### src/verilog/icache_pkg.sv
`default_nettype none

package icache_pkg;

	localparam int ADDR_WIDTH = 32;
	localparam int WORD_BYTES = 4;
	localparam int NUM_WAYS = 4; // the plru tree below only covers four ways

	typedef logic [31:0] word_t;
	typedef logic [ADDR_WIDTH-1:0] addr_t;
	typedef logic [1:0] way_t;
	typedef logic [2:0] plru_t; // bit 2 root, bit 1 ways 2/3, bit 0 ways 0/1

	typedef enum logic [2:0] {
		INVALIDATING,
		IDLE,
		MEM_REQUEST,
		RECEIVING,
		LINE_DONE
	} icache_state_e;

	function automatic way_t plru_victim(input plru_t bits);
		if (bits[2])
			return bits[0] ? 2'd0 : 2'd1;
		return bits[1] ? 2'd2 : 2'd3;
	endfunction

	// point root and pair bit away from the accessed way
	function automatic plru_t plru_update(input plru_t bits, input way_t way);
		plru_t upd;
		upd = bits;
		upd[2] = way[1];
		if (way[1])
			upd[1] = way[0];
		else
			upd[0] = way[0];
		return upd;
	endfunction

endpackage

`default_nettype wire

### src/verilog/icache_plru.sv
`timescale 1ns/1ps
`default_nettype none

module icache_plru #(
	parameter int SETS = 64,
	localparam int IDX_W = $clog2(SETS)
) (
	input  logic             i_clk,
	input  logic             i_rst,
	input  logic             i_access_valid,
	input  logic [IDX_W-1:0] i_access_index,
	input  logic             i_hit,
	input  icache_pkg::way_t i_hit_way,
	output icache_pkg::way_t o_victim_way
);
	import icache_pkg::*;

	plru_t plru_q [SETS];
	plru_t cur_bits;
	way_t touched_way;

	assign cur_bits = plru_q[i_access_index];
	assign o_victim_way = plru_victim(cur_bits);
	assign touched_way = i_hit ? i_hit_way : o_victim_way; // miss claims the victim

	always_ff @(posedge i_clk) begin
		if (i_rst) begin
			for (int s = 0; s < SETS; s++) begin
				plru_q[s] <= '0;
			end
		end else if (i_access_valid) begin
			plru_q[i_access_index] <= plru_update(cur_bits, touched_way);
		end
	end

endmodule

`default_nettype wire

### config.mk
export PLATFORM = sky130hd
export DESIGN_NAME = icache_plru
export DESIGN_NICKNAME = d
export VERILOG_FILES = /design/src/verilog/icache_pkg.sv /design/src/verilog/icache_plru.sv
export SDC_FILE = /design/constraint.sdc
export NUM_CORES = 1
export LEC_CHECK = 0
export BUFFER_PORTS_ARGS = -buffer_cell sky130_fd_sc_hd__buf_4
export CAP_MARGIN = 10
export CORE_ASPECT_RATIO = 1.75
export CORE_MARGIN = 2
export CORE_UTILIZATION = 61
export CTS_CLUSTER_DIAMETER = 40
export DETAILED_ROUTE_END_ITERATION = 16
export GPL_TIMING_DRIVEN = 1
export HOLD_SLACK_MARGIN = 0.15
export PLACE_DENSITY = 0.78
export SLEW_MARGIN = 0
export SYNTH_ARGS = -nofsm -noshare
export SYNTH_HDL_FRONTEND = slang
export SYNTH_SLANG_ARGS = --single-unit
### constraint.sdc
create_clock -name i_clk -period 5.85 [get_ports i_clk]
set_input_delay 1.17 -clock i_clk [delete_from_list [all_inputs] [get_ports i_clk]]
set_output_delay 1.17 -clock i_clk [all_outputs]
set_load 0.01 [all_outputs]
# [Word level (Yosys, flattened, before mapping)]
# Memory sizes are Yosys's and may differ from the RTL's.
# Cells that the tools add are included.
[op_classes] muxes=20 n_reduce_logical=1
[op_table] op="$mux W1" n=15
[op_table] op="$mux W2" n=3
[op_table] op="$mux W6" n=1
[op_table] op="$mux W3" n=1
[op_table] op="$reduce_or A3 Y1" n=1
[totals] in_bits=12 output_inout_bits=2 wordCells=22 reg_bits=0 ramBits=192 mem_count=1
[memory_table] memory="plru_q" depth=64 word_bits=3 read_ports=1 rd_ports_with_merged_regs=0 write_ports=64 line_no="icache_plru.sv:18" text="plru_t plru_q [SETS];"

# [Logic depth before layout (Yosys ltp)]
# Gate-level depths: netlist of the first run.
# An unclocked memory read counts as a cell.
[logic_depth] depth_word=9 ltp_mapped=13 depth_no_buf=7

# [Worst setup path after synthesis of the first run]
# OpenSTA, ideal clock, no wires.
[synth_timing] path_type="input to output" start="input i_access_index[2]" end="output o_victim_way[0]" t_arrival_ps=2997 path_stages=9 path_slack_ps=1683 required_time_ps=4680 cell_sequence="buf_2 -> buf_6 -> buf_2 -> nor2_1 -> a221oi_1 -> a31oi_1 -> a211oi_1 -> nand3_1 -> mux2_2"
[synth_between] elab_chain_len=4
[synth_rtl] element="start, declared" line_no="icache_plru.sv:11" text="input logic [IDX_W-1:0] i_access_index,"
[synth_rtl] element="$mem_v2 Z64 W3 (*)"
[synth_rtl] element="$mux W1" line_no="icache_pkg.sv:24" text="return bits[0] ? 2'd0 : 2'd1;"
[synth_rtl] element="$mux W2" line_no="icache_pkg.sv:23" text="if (bits[2])"
[synth_rtl] element="$mux W2 (*)" line_no="icache_pkg.sv:25" text="return bits[1] ? 2'd2 : 2'd3;"
[synth_rtl] element="end, declared" line_no="icache_plru.sv:14" text="output icache_pkg::way_t o_victim_way"
# Mark *: on every way between the ends. The rest lies on a longest branch, timed or not. The select of a mux whose other input is x is not followed.

# [Final worst setup path of the first run]
[layout_timing] start="input i_access_index[0]" end="output o_victim_way[0]"
# Same word-level chain as after synthesis.

==> results of run 1 <==
path summary, 6_finish.rpt:
check / from / to / slack (ns)
setup reg to reg: plru_q[5][0]$_SDFFCE_PN0P_ / plru_q[51][0]$_SDFFCE_PN0P_ / 2.79
hold reg to reg: plru_q[34][1]$_SDFFCE_PN0P_ / plru_q[10][1]$_SDFFCE_PN0P_ / 1.47
hold / removal: i_access_index[3] / plru_q[17][0]$_SDFFCE_PN0P_ / 1.41
setup / recovery: i_access_index[0] / o_victim_way[0] / 0.57
area by class of cell:
type                            instances  area, um2
Sequential cell                       192       5770
Fill cell                            1195       5260
Multi-Input combinational cell        570       3610
Clock buffer                           17        425
Timing Repair Buffer                   37        303
Tap cell                              189        236
Clock inverter                         14        164
Inverter                               10       37.5
critical path, delay by kind of cell:
family          cells  cell delay, ns
compound gates      3            0.58
buf+inv             2            0.55
mux                 1            0.41
simple gates        2            1.36
where the power goes:
part           internal [W]  switching, W  total, W
Sequential          0.00156     0.0000216   0.00158
Combinational     0.0000979      0.000296  0.000394
Clock              0.000669      0.000514   0.00118
per-layer routing:
metal | global-route usage (%) | vias up
met4 | 19.8 | 0
li1 | - | 3182
met5 | 0 | -
met1 | 43.1 | 3604
met2 | 57.3 | 580
met3 | 6.02 | 127
through the flow:
| stage | cells | hold slack, ns |
|---|---|---|
| global route | 1029 | 1.44 |
| finish | 1029 | 1.41 |
| global placement | 997 | 1.38 |
| floorplan | 857 | 1.08 |
| CTS | 1028 | 1.38 |
| detailed placement | 997 | 1.43 |
cell families (layout without fill, tap and decap cells):
group / Yosys count / in the layout / synth area share (%)
DFF: 192 / 192 / 58.7
buffers and inverters: 95 / 78 / 4.86
xor gates and xnor gates: 1 / 1 / 0.166
AOI/OAI and AO/OA: 225 / 225 / 16.3
muxes: 41 / 41 / 5.83
and+or+nand+nor: 303 / 303 / 14.1
synth_stat cells, drive strengths merged (5+ instances only):
cell and n:
edfxtp 192, nor2 78, buf 45, a22o 10, nand2b 14, and3b 6, a211oi 67, clkbuf 40
and3 6, mux2 10, nand3 10, nor3 6, nor3b 12, mux2i 19, nor2b 7, o211ai 8
a32oi 5, inv 9, mux4 12, o21ai 8, nand2 144, o22ai 12, a21oi 73, a221oi 12
a22oi 6
==> results.md, run 1 <==
* Gpl congestion at 1.01
* Final Total Pwr at 0.00316 W
* TritonCTS Sinks at 192
* DRT Pass-1 Iters at 5
* Die Width at 99.9 um
* Critical Path Most Common Cell: buf_4
* Synth Flop Type: edfxtp_1
* Synth area leaders: edfxtp_1 59%, nand2_1 5.5%, a211oi_1 4.4%
* CTS root buf: clkbuf_16
* Worst-path cell chain: buf_4, nor2b_1, a22oi_1, o22ai_1, a211oi_1, nand3_1, mux2_2, buf_4
* Sequential share of the synthesized area at 58.7%
* Cts bufs inserted at 17
* Top-area cell type share of the netlist area at 58.7%
* Post-Syn Area at 9830 um2
* Slowest CP cell: nor2b_1
* Via/cell ratio at 7.28
* Syn_area_per_cell at 11.5 um2
* Distinct cell type count after synthesis at 62
* Worst-Skew Late Latency at 0.44 ns
* All-Layer GR Usage at 34.7%
* Leakage power total at 3.74 nW
* Metal2 WL at 14400 um
* CTS tree: done
* Routed WL at 28900 um
* Post-synthesis net count at 869
* DP Worst Slack at 0.659 ns
* # diodes at 0
* Htree depth at 4
* FF-to-FF path depth at 8
* WL per Instance at 28.1 um
* Max-Cap Viols at 0
* Post-synthesis register bit count at 192
* Post CTS Setup Buffer Count at 0
* DIE AREA at 17200 um2
* Worst Hold Class: input pin to flip-flop
* Met1 WL at 9750 um
* Total core area at 15800 um2
* Tcrit/Tclk final at 90.2%
* Startpoint types: input pin
* Detail Placement HPWL at 18600 um
* Port buffer count at 13
* DRC Markers at 0
* Clk pin slew, worst setup/hold paths at 0.07 ns
* Worst path max stage delay at 1.04 ns
* Die H at 172 um
* Ys async rst share at 0%
* Row cnt at 61
* Critical Path RT at 4.68 ns
* Cts repair resizes at 0
* Routed vias at 7493
* Worst EP arrival at 4.11 ns
* Most common cell after layout, fill and taps aside: edfxtp_1
* Pwr Density at 300 nW/um2
* # IOs at 14
* Hold path depth at 4
* Fmax at 190 MHz
* Crit-path max FO at 41
* Layout Nets at 840
* Final Setup Violations at 0
* Tightest Pin Transition at 1.26 ns
* Largest register by flop count: plru_q
* Initial core utilization at 62.2%
* First-pass GRT wire length at 43100 um
* Number of global-route vias before repair at 7213
* DR top layer: met4
* Layout cell share with drive strength beyond 1 at 13.7%
* Setup Skew at 0.0136 ns
* Slew headroom at 16.0%
* Crit Path Category: input pin to output pin
* Post-route ant nets at 0
* Yosys warning total at 0
* Largest net degree at the start of global routing at 65
* Most frequent cells in the layout: 192 x edfxtp_1, 144 x nand2_1, 77 x nor2_1, 73 x a21oi_1, 57 x a211oi_1
* Met3 wire len at 2760 um
* CTS Hold Bufs at 0
* RSZ-0062 raised after global routing: false
* Initial antenna violation count at 0
* Slew Limit Fails at 0
* Area after DPL at 9940 um2
* CP Capture Type: output pin
* Minimum clock period at 5.28 ns
* Cell taking the most area after synthesis: edfxtp_1
* TNS Setup at 0 ns
* Longest Clk Path Bufs at 2
* Iteration-0 DRC Markers at 1123
* Peak supply drop at 253 uV
* Core Util, Final at 66.7%
* EDFF count, synth at 192
* Overflow after GRT at 0
* Status: finished clean
* Worst setup margin at 0.575 ns
* Top flop regs: plru_q: 192 flops
* Post-route design area at 10500 um2
* Largest register FFs at 192
* Final hold vios at 0
* Cells after synthesis at 857
* Area grow syn2layout at 7.25%
No activity file was read; power rests on OpenSTA's default activity.
==> run 2, diff against run 1 <==
- REMOVE_ABC_BUFFERS: unset -> 1
==> run 2 against run 1 <==
Against the previous run: clock power fell by 6%; setup slack improved by 0.17 ns; clock-buffer cell count rose by 1; critical endpoint unchanged.
==> results.md, run 2 (synthesis gave the netlist of run 1 again) <==
* Row cnt at 61
* First-pass GRT wire length at 41400 um
* Clk pin slew, worst setup/hold paths at 0.07 ns
* Slew Limit Fails at 0
* Area after DPL at 9920 um2
* Die Width at 99.9 um
* CTS root buf: clkbuf_16
* Gpl congestion at 0.952
* Number of global-route vias before repair at 7112
* Post CTS Setup Buffer Count at 0
* CP Capture Type: output pin
* Tcrit/Tclk final at 87.3%
* Placed cell count at 992
* Largest register FFs at 192
* Routed vias at 7465
* Top flop regs: plru_q: 192 flops
* Area grow syn2layout at 6.59%
* Post-route design area at 10500 um2
* CP bufs+invs at 2
* DRT Pass-1 Iters at 5
* Crit-path max FO at 58
* Status: finished clean
* Peak supply drop at 177 uV
* Final Total Pwr at 0.00308 W
* Worst-Skew Late Latency at 0.44 ns
* Worst path max stage delay at 0.81 ns
* Leakage power total at 3.69 nW
* Most common cell after layout, fill and taps aside: edfxtp_1
* Worst Hold Class: input pin to flip-flop
* Critical Path RT at 4.68 ns
* Longest Clk Path Bufs at 2
* Via/cell ratio at 7.30
* Die H at 172 um
* Cts bufs inserted at 17
* Layout fillers at 1140
* Detail Placement HPWL at 17800 um
* Initial antenna violation count at 0
* CTS tree: done
* # diodes at 0
* Initial core utilization at 62.2%
* Final Setup Violations at 0
* Final hold vios at 0
* # IOs at 14
* DRC Markers at 0
* Overflow after GRT at 0
* Most frequent cells in the layout: 192 x edfxtp_1, 144 x nand2_1, 77 x nor2_1, 73 x a21oi_1, 57 x a211oi_1
* Minimum clock period at 5.11 ns
* Port buffer count at 13
* Worst EP arrival at 3.94 ns
* Iteration-0 DRC Markers at 989
* Critical Path Most Common Cell: buf_4
* Slew headroom at 19.9%
* Layout Nets at 834
* Post-route insts no fill at 1023
* Crit Path Category: input pin to output pin
* Post-route ant nets at 0
* WL per Instance at 27.1 um
* Worst-path cell chain: buf_4, nor2b_1, a32oi_1, a31oi_1, a211oi_1, nand3_1, mux2_2, buf_4
* CTS Hold Bufs at 0
* Fmax at 196 MHz
* Htree depth at 4
* Tightest Pin Transition at 1.20 ns
* Setup Skew at 0.0124 ns
* Layout cell share with drive strength beyond 1 at 13.1%
* DIE AREA at 17200 um2
* All-Layer GR Usage at 32.8%
* Routed WL at 27700 um
* Total core area at 15800 um2
* TritonCTS Sinks at 192
* Pwr Density at 294 nW/um2
* Slowest CP cell: nor2b_1
* Cts repair resizes at 0
* Core Util, Final at 66.3%
* TNS Setup at 0 ns
* RSZ-0062 raised after global routing: false
* CP top delay family: simple AND/OR/NAND/NOR gates
* Startpoint types: input pin
* Largest net degree at the start of global routing at 68
* Largest register by flop count: plru_q
* Max-Cap Viols at 0
## run 2: cell count changes in the layout (fill, tap and decap cells not counted), sizes merged
cell	previous run	this run
buf	37	31
clkinvlp	1	2
bufinv	3	1
clkinv	9	4
inv	11	16
clkbuf	17	18
## run 2: worst paths after layout
check	startpoint	endpoint	slack, ns	depth (start not counted)
setup reg to reg	plru_q[1][0]$_SDFFCE_PN0P_	plru_q[51][0]$_SDFFCE_PN0P_	2.51	8
hold / removal	i_rst	plru_q[22][0]$_SDFFCE_PN0P_	1.17	3
hold reg to reg	plru_q[57][2]$_SDFFCE_PN0P_	plru_q[22][2]$_SDFFCE_PN0P_	1.43	7
setup / recovery	i_access_index[1]	o_victim_way[0]	0.74	8
## run 2: area by class of cell
cell class / count / area (um2) / area share, %
clock buffers: 18 / 429 / 4.10
clock inverters: 13 / 129 / 1.23
inverters: 10 / 37.5 / 0.358
multi-input cells: 570 / 3610 / 34.4
flip-flops and latches: 192 / 5770 / 55.0
well taps: 189 / 236 / 2.26
repair buffers: 31 / 270 / 2.58
## run 2: routing by layer
metal | track usage [%] | vias to the layer above | share of wire, %
met4 | 19.4 | 0 | 6.4
met5 | 0 | - | 0
met2 | 54.5 | 572 | 50
met3 | 5.78 | 115 | 9.3
li1 | - | 3180 | -
met1 | 40.0 | 3598 | 34
## run 2: worst min-delay path, stage by stage
cell	delay [ns]
buf_4	0.08
inv_2	0.07
nand2_1	0.13
## run 2: stage by stage
| stage | hold slack [ns] | setup slack, ns |
|---|---|---|
| 2_1_floorplan | 1.38 | 1.23 |
| 3_3_place_gp | 1.38 | 0.931 |
| 3_5_place_dp | 1.40 | 0.849 |
| 4_1_cts | 1.14 | 0.826 |
| 5_1_grt | 1.17 | 0.587 |
| 6_report | 1.17 | 0.741 |
## run 2: power by group
| part | switching [W] | leakage, nW | internal [W] |
|---|---|---|---|
| logic | 0.000292 | 1.44 | 0.0000997 |
| clock network | 0.000516 | 0.269 | 0.000595 |
| registers | 0.0000213 | 1.98 | 0.00156 |
| total | 0.000830 | 3.69 | 0.00225 |
