<file path="config.mk">
export PLATFORM = sky130hd
export DESIGN_NAME = icache_lookup
export DESIGN_NICKNAME = d
export VERILOG_FILES = /design/src/verilog/icache_pkg.sv /design/src/verilog/icache_lookup.sv
export SDC_FILE = /design/constraint.sdc
export NUM_CORES = 1
export LEC_CHECK = 0
export BUFFER_PORTS_ARGS = -buffer_cell sky130_fd_sc_hd__clkbuf_2
export CORE_AREA = 4 4 478 480
export CTS_CLUSTER_SIZE = 12
export DETAILED_ROUTE_END_ITERATION = 16
export DIE_AREA = 0 0 482 484
export SKIP_CTS_REPAIR_TIMING = 1
export SYNTH_ARGS = -nofsm -noshare
export SYNTH_HDL_FRONTEND = slang
export SYNTH_SLANG_ARGS = --single-unit
export TNS_END_PERCENT = 5
</file>
<file path="constraint.sdc">
create_clock -name i_clk -period 7.6 [get_ports i_clk]
set_input_delay 1.14 -clock i_clk [delete_from_list [all_inputs] [get_ports i_clk]]
set_output_delay 1.14 -clock i_clk [all_outputs]
set_load 0.05 [all_outputs]
</file>
<file path="src/verilog/icache_pkg.sv">
`default_nettype none

package icache_pkg;

	localparam int ADDR_WIDTH = 32;
	localparam int WORD_BYTES = 4;
	localparam int NUM_WAYS = 4; // the plru tree below only covers four ways

	typedef logic [31:0] word_t;
	typedef logic [ADDR_WIDTH-1:0] addr_t;
	typedef logic [1:0] way_t;
	typedef logic [2:0] plru_t; // bit 2 root, bit 1 ways 2/3, bit 0 ways 0/1

	typedef enum logic [2:0] {
		INVALIDATING,
		IDLE,
		MEM_REQUEST,
		RECEIVING,
		LINE_DONE
	} icache_state_e;

	function automatic way_t plru_victim(input plru_t bits);
		if (bits[2])
			return bits[0] ? 2'd0 : 2'd1;
		return bits[1] ? 2'd2 : 2'd3;
	endfunction

	// point root and pair bit away from the accessed way
	function automatic plru_t plru_update(input plru_t bits, input way_t way);
		plru_t upd;
		upd = bits;
		upd[2] = way[1];
		if (way[1])
			upd[1] = way[0];
		else
			upd[0] = way[0];
		return upd;
	endfunction

endpackage

`default_nettype wire

</file>
<file path="src/verilog/icache_lookup.sv">
`timescale 1ns/1ps
`default_nettype none

module icache_lookup #(
	parameter int SETS = 64,
	parameter int WORDS_PER_LINE = 8,
	localparam int IDX_W = $clog2(SETS),
	localparam int OFF_W = $clog2(WORDS_PER_LINE),
	localparam int BYTE_W = $clog2(icache_pkg::WORD_BYTES),
	localparam int TAG_W = icache_pkg::ADDR_WIDTH - IDX_W - OFF_W - BYTE_W
) (
	input  logic                                       i_clk,
	input  logic                                       i_rst,
	input  logic                                       i_req_valid,
	input  icache_pkg::addr_t                          i_req_addr,
	output logic                                       o_req_ready,
	output logic                                       o_rsp_valid,
	output icache_pkg::word_t                          o_rsp_data,
	input  logic                                       i_rsp_ready,
	input  logic                                       i_lookup_enable,
	output logic [IDX_W-1:0]                           o_rd_index,
	input  logic [icache_pkg::NUM_WAYS-1:0]            i_tag_valid,
	input  logic [icache_pkg::NUM_WAYS-1:0][TAG_W-1:0] i_tags,
	input  icache_pkg::word_t [icache_pkg::NUM_WAYS-1:0][WORDS_PER_LINE-1:0] i_lines,
	output logic                                       o_access_valid,
	output logic [IDX_W-1:0]                           o_access_index,
	output logic                                       o_hit,
	output icache_pkg::way_t                           o_hit_way,
	input  icache_pkg::way_t                           i_victim_way,
	output logic                                       o_miss,
	output icache_pkg::addr_t                          o_miss_addr,
	output icache_pkg::way_t                           o_miss_way,
	input  logic                                       i_line_done
);
	import icache_pkg::*;

	logic s1_valid_q;
	addr_t s1_addr_q;
	logic replay_q; // missed address re-read, data on the arrays now
	logic miss_q;
	addr_t miss_addr_q;
	way_t miss_way_q;
	logic rsp_valid_q;
	word_t rsp_data_q;

	addr_t cur_addr;
	addr_t rd_addr;
	logic cur_valid;
	logic [NUM_WAYS-1:0] way_hit;
	logic any_hit;
	way_t hit_way;
	logic [OFF_W-1:0] word_off;
	logic adv;
	logic eval_fire;
	logic miss_now;
	logic s1_done;
	logic req_fire;

	assign cur_addr = replay_q ? miss_addr_q : s1_addr_q;
	assign cur_valid = i_lookup_enable && (replay_q || (s1_valid_q && !miss_q));
	assign word_off = cur_addr[BYTE_W +: OFF_W];

	always_comb begin
		hit_way = '0;
		for (int w = 0; w < NUM_WAYS; w++) begin
			way_hit[w] = i_tag_valid[w] && (i_tags[w] == cur_addr[ADDR_WIDTH-1 -: TAG_W]);
			if (way_hit[w])
				hit_way = way_t'(w);
		end
	end

	assign any_hit = |way_hit;
	assign adv = !rsp_valid_q || i_rsp_ready; // response slot free at the edge
	assign eval_fire = cur_valid && adv;
	assign miss_now = eval_fire && !any_hit;
	assign s1_done = eval_fire && !replay_q;
	assign o_req_ready = i_lookup_enable && !miss_q && !replay_q && (!s1_valid_q || s1_done);
	assign req_fire = i_req_valid && o_req_ready;

	// index of whatever gets evaluated next cycle
	always_comb begin
		if (replay_q)
			rd_addr = eval_fire ? s1_addr_q : miss_addr_q; // then re-read the held younger one
		else if (i_line_done)
			rd_addr = miss_addr_q;
		else if (req_fire)
			rd_addr = i_req_addr;
		else
			rd_addr = s1_addr_q;
	end

	always_ff @(posedge i_clk) begin
		if (i_rst) begin
			s1_valid_q <= 1'b0;
			replay_q <= 1'b0;
			miss_q <= 1'b0;
			rsp_valid_q <= 1'b0;
		end else begin
			if (req_fire)
				s1_valid_q <= 1'b1;
			else if (s1_done)
				s1_valid_q <= 1'b0;
			if (i_line_done)
				replay_q <= 1'b1;
			else if (eval_fire)
				replay_q <= 1'b0;
			if (miss_now)
				miss_q <= 1'b1;
			else if (i_line_done)
				miss_q <= 1'b0;
			if (eval_fire && any_hit)
				rsp_valid_q <= 1'b1;
			else if (i_rsp_ready)
				rsp_valid_q <= 1'b0;
		end
	end

	always_ff @(posedge i_clk) begin
		if (req_fire)
			s1_addr_q <= i_req_addr;
		if (miss_now) begin
			miss_addr_q <= cur_addr;
			miss_way_q <= i_victim_way;
		end
		if (eval_fire && any_hit)
			rsp_data_q <= i_lines[hit_way][word_off];
	end

	assign o_rd_index = rd_addr[BYTE_W + OFF_W +: IDX_W];
	assign o_rsp_valid = rsp_valid_q;
	assign o_rsp_data = rsp_data_q;
	assign o_access_valid = eval_fire;
	assign o_access_index = cur_addr[BYTE_W + OFF_W +: IDX_W];
	assign o_hit = any_hit;
	assign o_hit_way = hit_way;
	assign o_miss = miss_q;
	assign o_miss_addr = miss_addr_q;
	assign o_miss_way = miss_way_q;

	// a refill into the victim way never duplicates a resident tag
	a_one_hit: assert property (@(posedge i_clk) disable iff (i_rst)
		cur_valid |-> $onehot0(way_hit));

endmodule

`default_nettype wire

</file>
## Word-level counts from Yosys, hierarchy flattened

Index checks and enable logic that the tools add are counted.

| word-level totals | value |
|---|---|
| register bits after elaboration | 102 |
| latch bits | 0 |
| RAM bits | 0 |
| memory bits (read-only) | 0 |
| output and inout port bits | 85 |
| memories kept | 0 |

| cells by class | value |
|---|---|
| $add $sub $neg | 0 |
| $mul | 0 |
| divide/modulo/power cells | 0 |
| order comparisons | 2 |
| equal/unequal tests | 4 |
| shift-type cells | 0 |
| multiplexer cells | 20 |
| bitwise gates (word level) | 1 |
| reduce and logical (&&, ||, !) cells | 28 |

Operators by type and width:

| kind | number |
|---|---|
| $bmux W256 S2 | 1 |
| $mux W256 | 1 |
| $bmux W32 S3 | 1 |
| $mux W32 | 3 |
| $eq A21 B21 Y1 | 4 |
| $mux W11 | 3 |
| $logic_and A1 B1 Y1 | 14 |
| $mux W1 | 9 |
| $reduce_bool A2 Y1 | 4 |
| $logic_not A1 Y1 | 5 |
| $lt A3 B4 Y1 const B | 1 |
| $mux W2 | 2 |
| $reduce_or A4 Y1 | 1 |
| $logic_or A1 B1 Y1 | 3 |
| $lt A2 B3 Y1 const B | 1 |
| $reduce_and A2 Y1 | 1 |
| $not A1 Y1 | 1 |

## Depth between registers and ports, before layout

| logic depth | value |
|---|---|
| word-level depth | 12 |
| mapped depth | 16 |
| mapped depth without buffers | 10 |

## Worst setup path after synthesis

OpenSTA, ideal clock, no wires.

| timing | value |
|---|---|
| path type | input-to-reg |
| start | input i_tags[23] (netlist name) |
| end | register miss_addr_q[10] (netlist: o_miss_addr[10]), enable pin |
| library setup time | 0.463 ns |
| arrival | 5.057 ns |
| data required time | 7.137 ns |
| setup slack | 2.080 ns |
| stages on the path | 9 |
| path buffers | 3 |
| path through | xnor2_1 nor4_1 and4_1 buf_2 nand2_1 clkbuf_1 clkbuf_1 o21ai_0 nor3_1 |

| between the ends | value |
|---|---|
| longest elaborated chain between the ends | 5 |

Ends and longest elaborated chain:

| item | RTL line | RTL |
|---|---|---|
| start: declaration | icache_lookup.sv:23 | `input logic [icache_pkg::NUM_WAYS-1:0][TAG_W-1:0] i_tags,` |
| $eq A21 B21 Y1 | icache_lookup.sv:66 | `way_hit[w] = i_tag_valid[w] && (i_tags[w] == cur_addr[ADDR_WIDTH-1 -: TAG_W]);` |
| $logic_and A1 B1 Y1 | icache_lookup.sv:66 |  |
| $reduce_or A4 Y1 | icache_lookup.sv:72 | `assign any_hit = \|way_hit;` |
| $logic_not A1 Y1 | icache_lookup.sv:75 | `assign miss_now = eval_fire && !any_hit;` |
| $logic_and A1 B1 Y1 | icache_lookup.sv:75 |  |
| net miss_now | icache_lookup.sv:55 | `logic miss_now;` |
| end signal: assignment | icache_lookup.sv:122 | `miss_addr_q <= cur_addr;` |
| end: declaration | icache_lookup.sv:41 | `addr_t miss_addr_q;` |

The timed path passes the listed nets, and every way through them passes these cells.
A chain may end at the register's enable or synchronous reset.

## Worst setup path after layout

| timing | value |
|---|---|
| start | register replay_q |
| end | output o_hit |

| between the ends | value |
|---|---|
| longest elaborated chain between the ends | 4 |
| elaborated cells on any way between the ends | 10 |
| classes of those cells | eq/ne (4); mux (1); reduce/logical (5) |

Ends and longest elaborated chain:

| item | RTL line | RTL |
|---|---|---|
| start: declaration | icache_lookup.sv:39 | `logic replay_q;` |
| start signal: assignment | icache_lookup.sv:95 | `replay_q <= 1'b0;` |
| start signal: assignment | icache_lookup.sv:104 | `replay_q <= 1'b1;` |
| start signal: assignment | icache_lookup.sv:106 | `replay_q <= 1'b0;` |
| $mux W32 (*) | icache_lookup.sv:59 | `assign cur_addr = replay_q ? miss_addr_q : s1_addr_q;` |
| $eq A21 B21 Y1 | icache_lookup.sv:66 |  |
| $logic_and A1 B1 Y1 | icache_lookup.sv:66 |  |
| $reduce_or A4 Y1 (*) | icache_lookup.sv:72 |  |
| end: declaration | icache_lookup.sv:27 | `output logic o_hit,` |

Every way passes the cells marked *; elsewhere a longest branch is shown, timed or not.

==> run summary <==
FINAL LAYOUT
-------------------------------------------------------------------------------------
Most used cells in the layout excluding fill and tap cells ............. sky130_fd_sc_hd__clkbuf_2, sky130_fd_sc_hd__o21ai_0, sky130_fd_sc_hd__a21oi_1
Area growth syn-to-layout ..............................................        73.9%
Fillcell total .........................................................       26,479
Net total in the final layout ..........................................        4,235
Most frequent standard cell in the layout excluding fill and tap cells . sky130_fd_sc_hd__clkbuf_2
Fraction of final layout cells with drive strength greater than 1 ......        48.4%

SETUP PATH
-------------------------------------------------------------------------------------
Crit-path cells ........................................................ mux2i_1 -> xnor2_1 -> nor4_1 -> and4_4 -> nand2_4 -> buf_4 -> o21ai_0 -> nor2_1 -> inv_1 -> clkbuf_2
Cell family contributing the most delay on the critical path ........... simple AND/OR/NAND/NOR gates
Max stage delay cell, worst path ....................................... sky130_fd_sc_hd__mux2i_1
Sort of element at the start of the critical path ......................    flip-flop
CP Data Required Time ..................................................      6460 ps
CP max stage delay .....................................................       710 ps
Crit end category ......................................................   output pin
Critical path fanouts, max .............................................           34
Critical path buffer and inverter count ................................            3
Type of the worst setup path ........................................... flip-flop to output pin
Data arrival, critical path ............................................      4960 ps

YOSYS
-------------------------------------------------------------------------------------
Syn_area_per_cell ......................................................   7.45 sq um
Number of enable-type register cells in the synthesized netlist ........           92
Async S/R FF share, synth ..............................................           0%
Unique masters post-synth ..............................................           73
Cells taking the most area after synthesis ............................. sky130_fd_sc_hd__edfxtp_1, sky130_fd_sc_hd__o21ai_0, sky130_fd_sc_hd__a211oi_1
Share of the yosys chip area belonging to registers ....................        20.4%
Mapped Nets ............................................................        3,099
Post-synthesis register bit count ......................................          102
Count of synthesis-stage warnings from yosys ...........................            0
Ys flop type ........................................................... sky130_fd_sc_hd__edfxtp_1
Area fraction of the dominant cell type after synthesis ................        19.0%
Top cell type by total area after synthesis ............................ sky130_fd_sc_hd__edfxtp_1
Cells after Synth ......................................................        1,947
Synthesized cell area .................................................. 14,500 sq um

TIMING
-------------------------------------------------------------------------------------
Accumulated negative setup slack .......................................         0 ps
Peak Freq ..............................................................      164 MHz
Count of pins over their slew limit ....................................            0
Worst setup slack after layout .........................................      1500 ps
Pin slew with the least headroom to its limit ..........................      1440 ps
Clk_skew ...............................................................      33.1 ps
Hold Vio Cnt, Final ....................................................            0
Min Clock Period, post-route ...........................................      6100 ps
Final critical-path share of the clock period ..........................        80.3%
Max_slew headroom ......................................................        3.58%
Count of final setup violators .........................................            0
RSZ-0062 raised after global routing ...................................        false

FLOORPLAN
-------------------------------------------------------------------------------------
Row cnt ................................................................          174
Core Footprint ......................................................... 224,000 sq um
Top Ports ..............................................................        1,237
Starting Density .......................................................        6.47%
Die X ..................................................................  482 microns
Die boundary height ....................................................  484 microns
Die area ............................................................... 233,000 sq um

PWR
-------------------------------------------------------------------------------------
Switching power total ..................................................      1.16 mW
Share of power burned in combinational logic ...........................        49.7%
Clk network pwr share ..................................................        23.7%
Int Power ..............................................................      1.36 mW
Leakage dissipation ....................................................      10.7 nW
Worst IR Drop VDD ......................................................       147 uV
Proportion of power drawn by flip-flops and latches ....................        26.5%
Sw Ratio ...............................................................        46.1%
Total chip power .......................................................      2.53 mW
P per Cell Area ........................................................  100 nW/um^2

PLACEMENT
-------------------------------------------------------------------------------------
Post-DP HPWL ........................................................... 241,000 microns
Global placer's final weighted congestion ..............................        0.924
Place WS ...............................................................      1180 ps
Count of input and output buffers ......................................        1,236

GLOBAL ROUTE
-------------------------------------------------------------------------------------
GRT Resource Usage Total ...............................................        22.5%
Number of global-route vias before repair ..............................       23,562
Antenna violations before repair .......................................          268
Wire length of the first global-routing pass ........................... 326,000 microns
Pin count of the biggest net entering global routing ...................           74
Overflow left after global routing .....................................            0

CTS
-------------------------------------------------------------------------------------
CTS buffer count .......................................................            9
Clock latency on the worst-skew pair ...................................       450 ps
Root Buffer Master ..................................................... sky130_fd_sc_hd__clkbuf_16
Worst-path clk slew ....................................................        80 ps
Maximum root-to-sink buffer count ......................................            2
TritonCTS clock tree ...................................................        built
Count of clock tree sinks ..............................................          102
H-tree lvl count .......................................................            3

DETAILED ROUTING
-------------------------------------------------------------------------------------
DRC marker count from the first detailed-route iteration ...............        2,032
Count of vias placed by the detailed router ............................       23,879
Antenna viol nets, final ...............................................            0
Vias per cell ..........................................................         3.88
DRC violation count after routing ......................................            0
Overall routed net length .............................................. 276,000 microns
DRT Pass-1 Iters .......................................................            5
Average wire per standard cell ......................................... 44.8 microns

RUN
-------------------------------------------------------------------------------------
Max-cap violation count ................................................            0

MIN PATH
-------------------------------------------------------------------------------------
Hold/Removal Path Class ................................................ flip-flop to flip-flop

OUTCOME
-------------------------------------------------------------------------------------
Result of the run ......................................................    completed

==> final timing paths <==
check | start | endpoint | slack (ps) | depth (start not counted)
max | replay_q | o_hit | 1500 | 10
min | s1_valid_q | s1_valid_q | 510 | 2
max reg2reg | replay_q | o_rsp_data[18] | 1500 | 12
min reg2reg | s1_valid_q | s1_valid_q | 510 | 2
==> logic make-up (layout without fill, tap and decap cells) <==
family / Yosys count / in the layout / share of synthesized area, %
multiplexers: 92 / 92 / 7.01
other: 0 / 76 / 0
flip-flops: 102 / 102 / 20.4
AO/OA/AOI/OAI: 907 / 907 / 41.6
AND/OR/NAND/NOR: 498 / 498 / 18.2
buffers and inverters: 264 / 1405 / 7.63
XOR/XNOR: 84 / 84 / 5.07
==> worst min-delay path, delay by kind of cell, from the launching register on <==
family / cells / cell delay, ps
flip-flops: 1 / 320
AO/OA/AOI/OAI: 2 / 150
==> cells in the mapped netlist, types with 6 or more instances <==
cell type	instances
sky130_fd_sc_hd__a31oi_1	43
sky130_fd_sc_hd__mux2_2	22
sky130_fd_sc_hd__xnor2_1	83
sky130_fd_sc_hd__buf_4	6
sky130_fd_sc_hd__o211ai_1	27
sky130_fd_sc_hd__a211oi_1	107
sky130_fd_sc_hd__o22ai_1	10
sky130_fd_sc_hd__o21ai_0	292
sky130_fd_sc_hd__inv_1	27
sky130_fd_sc_hd__nor2_1	61
sky130_fd_sc_hd__or4_1	21
sky130_fd_sc_hd__a21o_1	19
sky130_fd_sc_hd__dfxtp_1	10
sky130_fd_sc_hd__o31ai_1	11
sky130_fd_sc_hd__clkbuf_1	174
sky130_fd_sc_hd__nand2_1	86
sky130_fd_sc_hd__edfxtp_1	92
sky130_fd_sc_hd__a41o_1	9
sky130_fd_sc_hd__a22o_1	19
sky130_fd_sc_hd__a2bb2oi_1	14
sky130_fd_sc_hd__a311oi_1	12
sky130_fd_sc_hd__nor3_1	76
sky130_fd_sc_hd__o21a_1	37
sky130_fd_sc_hd__nand3_1	69
sky130_fd_sc_hd__a31o_2	8
sky130_fd_sc_hd__o221a_2	31
sky130_fd_sc_hd__mux2i_2	15
sky130_fd_sc_hd__a2111oi_0	23
sky130_fd_sc_hd__buf_2	43
sky130_fd_sc_hd__a21oi_1	134
sky130_fd_sc_hd__a22oi_1	28
sky130_fd_sc_hd__nor4_1	32
sky130_fd_sc_hd__buf_1	6
sky130_fd_sc_hd__o32a_1	6
sky130_fd_sc_hd__mux2i_1	54
sky130_fd_sc_hd__nand4_1	8
sky130_fd_sc_hd__a32oi_1	10
sky130_fd_sc_hd__and3_1	122
sky130_fd_sc_hd__o2111ai_1	24
sky130_fd_sc_hd__o2111a_1	8
==> power groups by stage <==
stage / clock network (mW) / registers, mW / logic [mW]
after floorplan: 0 / 0.707 / 0.425
after global placement: 0 / 0.684 / 1.28
after detailed placement: 0 / 0.684 / 1.28
after CTS: 0.657 / 0.671 / 1.28
after global routing: 0.648 / 0.674 / 1.31
final: 0.599 / 0.671 / 1.26
==> state kept, by name (all words and copies together), names as in the netlist, named ones only <==
register and flops:
o_miss 1, o_miss_addr 32, o_miss_way 2, o_rsp_data 32
o_rsp_valid 1, replay_q 1, s1_addr_q 27, s1_valid_q 1
==> layer usage <==
layer	vias up	global-route usage (%)	routed length, microns
li1	10045	-	-
met1	11608	27.4	114000
met2	1582	37.0	127000
met3	428	8.87	26200
met4	216	5.63	7200
met5	-	0	1350
==> metrics by stage <==
step           instances  hold slack (ps)  util (%)  cell area (sq um)
4_1_cts             6080              504      11.2              25000
6_report            6156              513      11.2              25200
2_1_floorplan       1947              400         -              14500
3_5_place_dp        6064              492      11.0              24700
5_1_grt             6105              526      11.2              25100
3_3_place_gp        6064              475      11.0              24700
==> layout make-up <==
| type | instances | area [sq um] | share of cell area [%] |
|---|---|---|---|
| Timing Repair Buffer | 1360 | 7240 | 28.7 |
| Multi-Input combinational cell | 1581 | 10600 | 42.2 |
| Tap cell | 2992 | 3740 | 14.8 |
| Inverter | 29 | 126 | 0.501 |
| Clock buffer | 9 | 225 | 0.893 |
| Clock inverter | 7 | 90.1 | 0.357 |
| Antenna cell | 76 | 190 | 0.754 |
| Sequential cell | 102 | 2960 | 11.8 |
Note: power is estimated with default switching activity, not from simulation.
