### src/verilog/icache_pkg.sv
`default_nettype none

package icache_pkg;

	localparam int ADDR_WIDTH = 32;
	localparam int WORD_BYTES = 4;
	localparam int NUM_WAYS = 4; // the plru tree below only covers four ways

	typedef logic [31:0] word_t;
	typedef logic [ADDR_WIDTH-1:0] addr_t;
	typedef logic [1:0] way_t;
	typedef logic [2:0] plru_t; // bit 2 root, bit 1 ways 2/3, bit 0 ways 0/1

	typedef enum logic [2:0] {
		INVALIDATING,
		IDLE,
		MEM_REQUEST,
		RECEIVING,
		LINE_DONE
	} icache_state_e;

	function automatic way_t plru_victim(input plru_t bits);
		if (bits[2])
			return bits[0] ? 2'd0 : 2'd1;
		return bits[1] ? 2'd2 : 2'd3;
	endfunction

	// point root and pair bit away from the accessed way
	function automatic plru_t plru_update(input plru_t bits, input way_t way);
		plru_t upd;
		upd = bits;
		upd[2] = way[1];
		if (way[1])
			upd[1] = way[0];
		else
			upd[0] = way[0];
		return upd;
	endfunction

endpackage

`default_nettype wire

### src/verilog/icache_refill.sv
`timescale 1ns/1ps
`default_nettype none

module icache_refill #(
	parameter int SETS = 64,
	parameter int WORDS_PER_LINE = 8,
	localparam int IDX_W = $clog2(SETS),
	localparam int OFF_W = $clog2(WORDS_PER_LINE),
	localparam int LINE_LSB = OFF_W + $clog2(icache_pkg::WORD_BYTES),
	localparam int TAG_W = icache_pkg::ADDR_WIDTH - IDX_W - LINE_LSB
) (
	input  logic              i_clk,
	input  logic              i_rst,
	input  logic              i_miss,
	input  icache_pkg::addr_t i_miss_addr,
	input  icache_pkg::way_t  i_miss_way,
	output logic              o_lookup_enable,
	output logic              o_mem_req_valid,
	output icache_pkg::addr_t o_mem_req_addr,
	input  logic              i_mem_req_ready,
	input  logic              i_mem_rsp_valid,
	input  icache_pkg::word_t i_mem_rsp_data,
	input  logic              i_mem_rsp_last,
	output logic              o_tag_wr_en,
	output icache_pkg::way_t  o_tag_wr_way,
	output logic [IDX_W-1:0]  o_tag_wr_index,
	output logic              o_tag_wr_valid,
	output logic [TAG_W-1:0]  o_tag_wr_tag,
	output logic              o_data_wr_en,
	output icache_pkg::way_t  o_data_wr_way,
	output logic [IDX_W-1:0]  o_data_wr_index,
	output logic [OFF_W-1:0]  o_data_wr_offset,
	output icache_pkg::word_t o_data_wr_data,
	output logic              o_line_done
);
	import icache_pkg::*;

	icache_state_e state_q;
	logic [IDX_W-1:0] sweep_cnt_q;
	logic [OFF_W-1:0] beat_cnt_q;
	addr_t line_addr_q;
	way_t way_q;
	logic beat;

	assign beat = (state_q == RECEIVING) && i_mem_rsp_valid;

	always_ff @(posedge i_clk) begin
		if (i_rst) begin
			state_q <= INVALIDATING;
			sweep_cnt_q <= '0;
			beat_cnt_q <= '0;
		end else begin
			case (state_q)
				INVALIDATING: begin
					sweep_cnt_q <= sweep_cnt_q + 1'b1; // one set per cycle
					if (sweep_cnt_q == IDX_W'(SETS - 1))
						state_q <= IDLE;
				end
				IDLE: begin
					if (i_miss)
						state_q <= MEM_REQUEST;
				end
				MEM_REQUEST: begin
					if (i_mem_req_ready) begin
						state_q <= RECEIVING;
						beat_cnt_q <= '0;
					end
				end
				RECEIVING: begin
					if (i_mem_rsp_valid) begin
						beat_cnt_q <= beat_cnt_q + 1'b1;
						if (i_mem_rsp_last)
							state_q <= LINE_DONE;
					end
				end
				LINE_DONE: state_q <= IDLE;
				default: state_q <= IDLE;
			endcase
		end
	end

	always_ff @(posedge i_clk) begin
		if (state_q == IDLE && i_miss) begin
			line_addr_q <= {i_miss_addr[ADDR_WIDTH-1:LINE_LSB], {LINE_LSB{1'b0}}};
			way_q <= i_miss_way;
		end
	end

	assign o_lookup_enable = state_q == IDLE;
	assign o_mem_req_valid = state_q == MEM_REQUEST;
	assign o_mem_req_addr = line_addr_q;

	// tag goes in last, after every word of the line is stored
	assign o_tag_wr_en = (state_q == INVALIDATING) || (state_q == LINE_DONE);
	assign o_tag_wr_way = way_q;
	assign o_tag_wr_index = (state_q == INVALIDATING) ? sweep_cnt_q
		: line_addr_q[LINE_LSB +: IDX_W];
	assign o_tag_wr_valid = state_q == LINE_DONE;
	assign o_tag_wr_tag = line_addr_q[ADDR_WIDTH-1 -: TAG_W];

	assign o_data_wr_en = beat;
	assign o_data_wr_way = way_q;
	assign o_data_wr_index = line_addr_q[LINE_LSB +: IDX_W];
	assign o_data_wr_offset = beat_cnt_q; // words arrive from word 0 upward
	assign o_data_wr_data = i_mem_rsp_data;
	assign o_line_done = state_q == LINE_DONE;

	// memory must flag last on exactly the final word of the line
	a_last_beat: assert property (@(posedge i_clk) disable iff (i_rst)
		beat |-> (i_mem_rsp_last == (beat_cnt_q == OFF_W'(WORDS_PER_LINE - 1))));

endmodule

`default_nettype wire

### config.mk
export PLATFORM = sky130hd
export DESIGN_NAME = icache_refill
export DESIGN_NICKNAME = d
export VERILOG_FILES = /design/src/verilog/icache_pkg.sv /design/src/verilog/icache_refill.sv
export SDC_FILE = /design/constraint.sdc
export NUM_CORES = 1
export LEC_CHECK = 0
export BUFFER_PORTS_ARGS = -buffer_cell sky130_fd_sc_hd__buf_4
export CAP_MARGIN = 30
export CORE_MARGIN = 2
export CORE_UTILIZATION = 30
export CTS_BUF_LIST = sky130_fd_sc_hd__clkbuf_8 sky130_fd_sc_hd__clkbuf_16
export DETAILED_ROUTE_END_ITERATION = 16
export PLACE_DENSITY = 0.66
export SLEW_MARGIN = 25
export SYNTH_ARGS = -nofsm -noshare
export SYNTH_HDL_FRONTEND = slang
export SYNTH_SLANG_ARGS = --single-unit
export TNS_END_PERCENT = 50
### constraint.sdc
create_clock -name i_clk -period 3.7 [get_ports i_clk]
set_input_delay 0.185 -clock i_clk [delete_from_list [all_inputs] [get_ports i_clk]]
set_output_delay 0.185 -clock i_clk [all_outputs]
set_load 0.005 [all_outputs]
; ---- After elaboration in Yosys (flattened, before gate mapping)
; Index checks and enable logic that the tools add are counted.
[op_classes]
n_addsub = 2
n_reduce_logical = 7
eq_ne = 10
n_mux = 10
[op_table]
columns = op, n
row1 = 2-to-1 mux 3 bit, 7
row2 = case mux 3 bit (4 select lines), 1
row3 = "inequality test 2 bit, second input constant", 4
row4 = "adder 6 x 1 -> 6 bit, second input constant", 1
row5 = "== test 3 x 2 -> 1 bit, second input constant", 2
row6 = "== test 6 bit, second input constant", 1
row7 = 2-to-1 mux 6 bit, 1
row8 = case mux 3 bit (2 select lines), 1
row9 = AND reduction 5 bit, 1
row10 = "adder 3 x 1 -> 3 bit, second input constant", 1
row11 = "== test 3 x 1 -> 1 bit, second input constant", 1
row12 = "== test 3 bit, second input constant", 1
row13 = logical NOT 3 bit, 1
row14 = AND reduction 3 bit, 1
row15 = logical AND 1 bit, 2
row16 = "inequality test 2 x 1 -> 1 bit, second input constant", 1
row17 = nonzero test 2 bit, 1
row18 = logical OR 1 bit, 1
[totals]
inputBits = 72
regBits = 41
wordCells = 34
output_inout_bits = 110

; ---- Longest topological paths before layout
; Gate-level depths: netlist (run 1).
[logic_depth]
ltp_word = 3
mapped_depth = 4
ltp_nobuf = 4

; ---- Worst setup path after synthesis (run 1)
; No wires, ideal clock.
[synth_timing]
kind = reg2reg
from = reg state_q[1]
to = reg way_q[0] (netlist: o_data_wr_way[0]), enable pin
stages_incl_launch_ff = 4
setup_ns = 0.389
path_buffers = 1
setup_slack_ns = 1.749
arrival_time_ns = 1.561
synth_period_minus_slack_ns = 1.951
required_ns = 3.311
path_cell_list = dfxtp_1 -> buf_4 -> nor3b_1 -> and2_1
[synth_via]
elab_chain_cells = 2
[synth_lines]
columns = element, line_no
row1 = "start, declared", icache_refill.sv:38  ; icache_state_e state_q;
row2 = "start signal, assigned", icache_refill.sv:49  ; state_q <= INVALIDATING;
row3 = "start signal, assigned", icache_refill.sv:57  ; state_q <= IDLE;
row4 = "start signal, assigned", icache_refill.sv:61  ; state_q <= MEM_REQUEST;
row5 = == test 3 x 1 -> 1 bit, --
row6 = named net o_lookup_enable, icache_refill.sv:17  ; output logic o_lookup_enable,
row7 = logical AND 1 bit, icache_refill.sv:83  ; if (state_q == IDLE && i_miss) begin
row8 = "end signal, assigned", icache_refill.sv:85  ; way_q <= i_miss_way;
row9 = "end, declared", icache_refill.sv:42  ; way_t way_q;
; The timed path passes the listed nets, and every way through them passes these cells.
; A chain may end at the register's enable or synchronous reset.

; ---- Worst setup path after layout (run 1)
[layout_timing]
from = reg state_q[2]
to = out o_tag_wr_index[3]
[layout_via]
elab_chain_cells = 2
[layout_lines]
columns = element, line_no
row1 = logical NOT 3 bit, icache_refill.sv:96  ; assign o_tag_wr_index = (state_q == INVALIDATING) ? sweep_cnt_q
row2 = 2-to-1 mux 6 bit, icache_refill.sv:96
row3 = "end, declared", icache_refill.sv:26  ; output logic [IDX_W-1:0] o_tag_wr_index,
; Every way passes these cells.

==> run metrics, run 1 <==
top-area cell type share of the netlist area 0.4185; Pleak 1.121 nW; Clk Latency, worst-skew pair 0.29 ns; routed wl met3 396 um; Pins Over Slew Limit 0; crit end category output port; share of layout cells above drive strength 1 0.5780; post-synthesis sequential area ratio 0.5340; Power Dens Cells 323.3 nW/um^2; TritonCTS clock tree done; Crit path depth 3; Setup CP Type reg2out; hold buffer count at CTS 0; ys async rst share 0; CP Max Fanout 11; Synth cell types 37; final net count 291; maximum root-to-sink buffer count 2; I/O pins 182; post-DR wirelength/cell 13.60 um; FMAX 523.7 MHz; Worst Path Buf+Inv 1; Tmin final 1.909 ns; aggregate routed wire length 4053 um; Pre-antenna DRT Iters 3; WL met2 1975 um; Crit path required time 3.51 ns; IR drop worst, VDD 0.1808 mV; Avg Synthesized Cell Area 12.24 sq um; Synth Cell Area 2081 sq um; starting density of the core 0.3080; sequential standard cell area 1111 sq um; largest net degree at the start of global routing 31; Hold Crit Depth 1; antenna violations before repair 0; Yosys top cell by area edfxtp_1; status finished, final reports clean; Seq cells post-synth 41; clk_skew 0.002679 ns; Row Count 30; Post-CTS Setup Repair Bufs 0; GP Congestion 0.7798; CP Launch Type flip-flop; most frequent cell after synthesis buf_4; R2R cell count 3; chip width 87.28 um; CTS Sinks 41; final period utilization 0.5160; multi-input logic area 444.2 sq um; DRC 0; number of synthesized flops with an enable pin 29; die span in y 87.28 um; count of input and output buffers 107; remaining global-route overflow 0; WL met1 1565 um; DR iter-0 viols 32; hold_ws 0.06800 ns; Crit-path slowest cell nor3_4; Synth Flop Type edfxtp_1; first-pass GRT wire length 5816 um; vias in the first global route 1216; Post-CTS Resized 0; layout filler cell count 664; antenna cells 0; full die area 7618 sq um; top sig layer met4; crit-path cells nor3_4, mux2_2, buf_4; Crit path max-delay family simple AND/OR/NAND/NOR gates; dpl hpwl 3072 um; Area Overhead vs Synth 22.67%; area of the core 6756 sq um; Vias/cell 4.322; global-route usage over all layers 0.1012; Hold Fails Final Rpt 0; crit-path max cell delay 0.48 ns; Arrival @ worst endpoint 1.72 ns; Worst Hold Class in2reg; Routed Antenna Nets 0; top post-synthesis cells by count 68 x buf_4, 29 x edfxtp_1, 12 x dfxtp_1; top post-synthesis cells by area edfxtp_1 42%, buf_4 25%, dfxtp_1 12%, mux2_2 4.3%, nor2_1 1.6%; Vias 1288; Num CTS Buffers 5; Syn Inst Count 170; Root Buffer clkbuf_8; CTS HTree Levels 2; warnings from Yosys 0; unrepaired setup endpoints after global routing no; Clock transition at path regs 0.08 ns; maxcap violations 0; final setup fails 0; Final TNS setup 0 ns
==> metrics by stage <==
| step | cells | total power [W] | cell area (sq um) | setup slack, ns | util |
|---|---|---|---|---|---|
| floorplan | 174 | 0.0005500 | 2096 | 1.749 | - |
| global placement | 290 | 0.0005525 | 2466 | 1.989 | 0.3650 |
| detailed placement | 290 | 0.0005540 | 2466 | 1.955 | 0.3650 |
| CTS | 298 | 0.0008406 | 2552 | 1.766 | 0.3778 |
| global route | 298 | 0.0008669 | 2552 | 1.698 | 0.3778 |
| finish | 298 | 0.0008251 | 2552 | 1.791 | 0.3778 |
==> cell families (layout without fill, tap and decap cells) <==
group,count (synthesis),in the layout,synth area share
buf+inv,72,116,0.2598
flops,41,41,0.5340
simple gates,30,30,0.09262
compound gates,12,12,0.03849
mux,10,10,0.05292
fa+ha+maj,2,2,0.01202
xor+xnor,2,2,0.008420
other cells,1,5,0.001802
==> registers in the layout, summed over array words and instances (netlist names) <==
signal	count
sweep_cnt_q	6
o_data_wr_way	2
o_mem_req_addr	27
state_q	3
o_data_wr_offset	3
==> power breakdown <==
part | switching, W | internal (W)
sequential | 0.00000382 | 0.000493
clock | 0.000152 | 0.000130
combinational | 0.0000147 | 0.0000317
total | 0.000171 | 0.000654
==> cell usage in the layout, fill, tap and decap left out, drive strengths merged <==
master / count
a2111oi: 1
a211o: 1
a211oi: 1
a21boi: 1
a21oi: 3
a31oi: 2
and2: 3
and3: 1
and3b: 1
and4: 1
and4b: 2
buf: 108
clkbuf: 5
clkinv: 2
clkinvlp: 1
conb: 5
dfxtp: 12
edfxtp: 29
ha: 2
mux2: 8
mux2i: 2
nand2: 1
nand2b: 1
nand3: 1
nand3b: 1
nand4: 1
nor2: 9
nor2b: 2
nor3: 1
nor3b: 1
nor4: 1
nor4b: 1
o21ai: 2
o41ai: 1
or3: 1
or3b: 1
xnor2: 2
==> final timing paths <==
kind	startpoint	slack (ns)	end
min reg2reg	o_data_wr_offset[2]$_SDFFE_PP0P_	0.50	o_data_wr_offset[2]$_SDFFE_PP0P_
max	state_q[2]$_SDFFE_PP0P_	1.79	o_tag_wr_index[3]
min	i_miss_addr[29]	0.07	o_mem_req_addr[29]$_DFFE_PP_
max reg2reg	state_q[0]$_SDFFE_PP0P_	1.96	o_mem_req_addr[13]$_DFFE_PP_
==> area by class of cell <==
| type | instances | area share |
|---|---|---|
| clock buffers | 5 | 0.02696 |
| well taps | 80 | 0.03922 |
| flip-flops and latches | 41 | 0.4353 |
| repair buffers | 108 | 0.3176 |
| clock inverters | 3 | 0.006863 |
| multi-input cells | 61 | 0.1740 |
==> per-layer routing <==
metal / up-vias / global-route usage
met2: 76 / 0.1522
met4: 0 / 0.06294
li1: 616 / -
met1: 576 / 0.1199
met5: - / 0
met3: 20 / 0.04076
(Power assumes the default switching activity.)
==> inputs of run 2 (changes only) <==
Settings changed: PLACE_DENSITY 0.66 to 0.69.
Clock period 3.7 ns to 1.65 ns, I/O delays scaled along.
==> run metrics, run 2 (synthesis gave the netlist of run 1 again) <==
Pins Over Slew Limit 0 (unchanged); multi-input logic area 446.7 sq um (+0.56%); reg-to-reg startpoint state_q[0]$_SDFFE_PP0P_; reg-to-reg critical path endpoint o_mem_req_addr[12]$_DFFE_PP_; area of the core 6756 sq um (unchanged); final period utilization 0.9574; status finished, final reports clean; share of layout cells above drive strength 1 0.5310 (-0.04697); TritonCTS clock tree done; Row Count 30 (unchanged); Crit path required time 1.57 ns (-1.94 ns); Clk Latency, worst-skew pair 0.29 ns (about the same); starting density of the core 0.3080 (unchanged); global-route usage over all layers 0.1117 (+0.01054); Vias/cell 4.293 (-0.68%); Final TNS setup 0 ns (unchanged); crit path to o_tag_wr_index[5]; Pre-antenna DRT Iters 4 (+1); Final Util 0.4394 (+0.06167); Setup CP Type reg2out; Worst Slack Setup Final 0.07029 ns (-1.720 ns); Root Buffer clkbuf_8; DRC 0 (unchanged); met3 usage 0.03507 (-0.005687); maximum root-to-sink buffer count 2 (unchanged); Vias 1451 (+13%); most frequent cells in the layout 116 x buf_4, 30 x dlygate4sd3_1, 29 x edfxtp_1; layout filler cell count 628 (-5.4%); Crit-path slowest cell dfxtp_2; vias in the first global route 1416 (+16%); crit-path cells nor3_4, buf_6, mux2_2, buf_4; CP Launch Type flip-flop; IR drop worst, VDD 0.5134 mV (+180%); Num CTS Buffers 5 (unchanged); Clock transition at path regs 0.08 ns (about the same); aggregate routed wire length 4671 um (+15%); Power Dens Cells 694.6 nW/um^2 (+110%); count of input and output buffers 107 (unchanged); Routed Antenna Nets 0 (unchanged); post-DR wirelength/cell 13.82 um (+1.6%); first-pass GRT wire length 6617 um (+14%); GP Congestion 0.6941 (-11%); chip width 87.28 um (unchanged); GR Util met1 0.1319 (+0.01203); CP Max Fanout 9 (-2); sequential standard cell area 1114 sq um (+0.23%); maxcap violations 0 (unchanged); largest net degree at the start of global routing 21 (-32%); crit end category output port; DR iter-0 viols 64 (+100%); max reg flops 27 (unchanged); Hold Fails Final Rpt 0 (unchanged); GR Layer Usage met2 0.1853 (+0.03306); grt peak-use layer met2; Arrival @ worst endpoint 1.50 ns (-0.22 ns); antenna cells 0 (unchanged); I/O pins 182 (unchanged); CP Launch Point state_q[2]$_SDFFE_PP0P_; clk_skew 0.004350 ns (+0.001672 ns); Tmin final 1.580 ns; R2R setup slack 0.16 ns (-1.80 ns); antenna violations before repair 0 (unchanged); Worst Hold Class in2reg; dpl hpwl 3301 um (+7.5%); full die area 7618 sq um (unchanged); remaining global-route overflow 0 (unchanged); CTS Sinks 41 (unchanged); unrepaired setup endpoints after global routing no; final setup fails 0 (unchanged); Pleak 1.317 nW (+18%); FMAX 633.0 MHz; die span in y 87.28 um (unchanged); crit-path max cell delay 0.38 ns (-0.10 ns); Area Overhead vs Synth 42.69%; CTS HTree Levels 2 (unchanged); commonest non-fill, non-tap cell in the layout buf_4; final net count 331 (+14%); R2R cell count 3 (unchanged); post-place setup slack 0.09584 ns (-1.860 ns)
==> run 2: cell types whose count changed in the layout (fill, tap and decap cells not counted) <==
cell           before  now
and2_1              3    2
and2_4              0    1
buf_12              0    1
buf_4             108  116
buf_6               0    1
bufinv_16           0    1
clkinv_1            0    1
clkinv_2            2    0
clkinvlp_4          1    0
dfxtp_1            12   10
dfxtp_2             0    2
dlygate4sd3_1       0   30
inv_1               0    1
==> run 2: power by group <==
part	switching, W	total (W)	internal (W)
clock network	0.000339	0.000779	0.000441
registers	0.00000455	0.00111	0.00110
logic	0.0000497	0.000174	0.000124
total	0.000393	0.00206	0.00167
==> run 2: repair_timing <==
| action | CTS | global route |
|---|---|---|
| endpoints found under the hold margin | 30 | 0 |
| setup endpoints to repair | 6 | 6 |
| buffers inserted | 0 | 1 |
| hold buffers | 30 | 0 |
| gates resized for setup | 2 | 1 |
==> run 2: worst max-delay path, delay by kind of cell, from the launching register on <==
family                 cells  cell delay, ns
muxes                      1            0.34
buffers and inverters      2            0.30
DFF                        1            0.38
and+or+nand+nor            1            0.19
==> run 2: cell type report <==
cell class / instances / area share
clock buffers: 5 / 0.02318
clock inverters: 3 / 0.01264
multi-input cells: 61 / 0.1504
flip-flops and latches: 41 / 0.3751
well taps: 80 / 0.03371
repair buffers: 148 / 0.4050
==> run 2: worst min path at each step <==
stage	from	end	slack, ns	cells after the start
after global placement	i_mem_rsp_data[30]	o_data_wr_data[30]	0.17	0
after floorplan	i_miss_way[0]	o_data_wr_way[0]$_DFFE_PP_	0.18	0
after global routing	i_rst	sweep_cnt_q[2]$_SDFFE_PP0N_	0.07	2
after detailed placement	i_mem_rsp_data[30]	o_data_wr_data[30]	0.17	0
final	i_rst	sweep_cnt_q[0]$_SDFFE_PP0N_	0.07	2
after CTS	i_rst	state_q[0]$_SDFFE_PP0P_	0.07	2
==> run 2: per-stage QoR <==
stage / hold slack, ns / power (W) / cell area, sq um / cells
2_1_floorplan: 0.1814 / 0.001233 / 2098 / 174
3_5_place_dp: 0.1650 / 0.001250 / 2549 / 299
3_3_place_gp: 0.1650 / 0.001247 / 2549 / 299
5_1_grt: 0.07488 / 0.002145 / 2969 / 338
4_1_cts: 0.06924 / 0.002085 / 2958 / 337
6_report: 0.06782 / 0.002062 / 2969 / 338
==> run 2: metal layers <==
| metal | routed length, um | part of all wire | vias up |
|---|---|---|---|
| met5 | 0 | 0 | - |
| met4 | 101 | 0.022 | 0 |
| met3 | 368 | 0.079 | 22 |
| met2 | 2380 | 0.51 | 69 |
| met1 | 1821 | 0.39 | 669 |
| li1 | - | - | 691 |
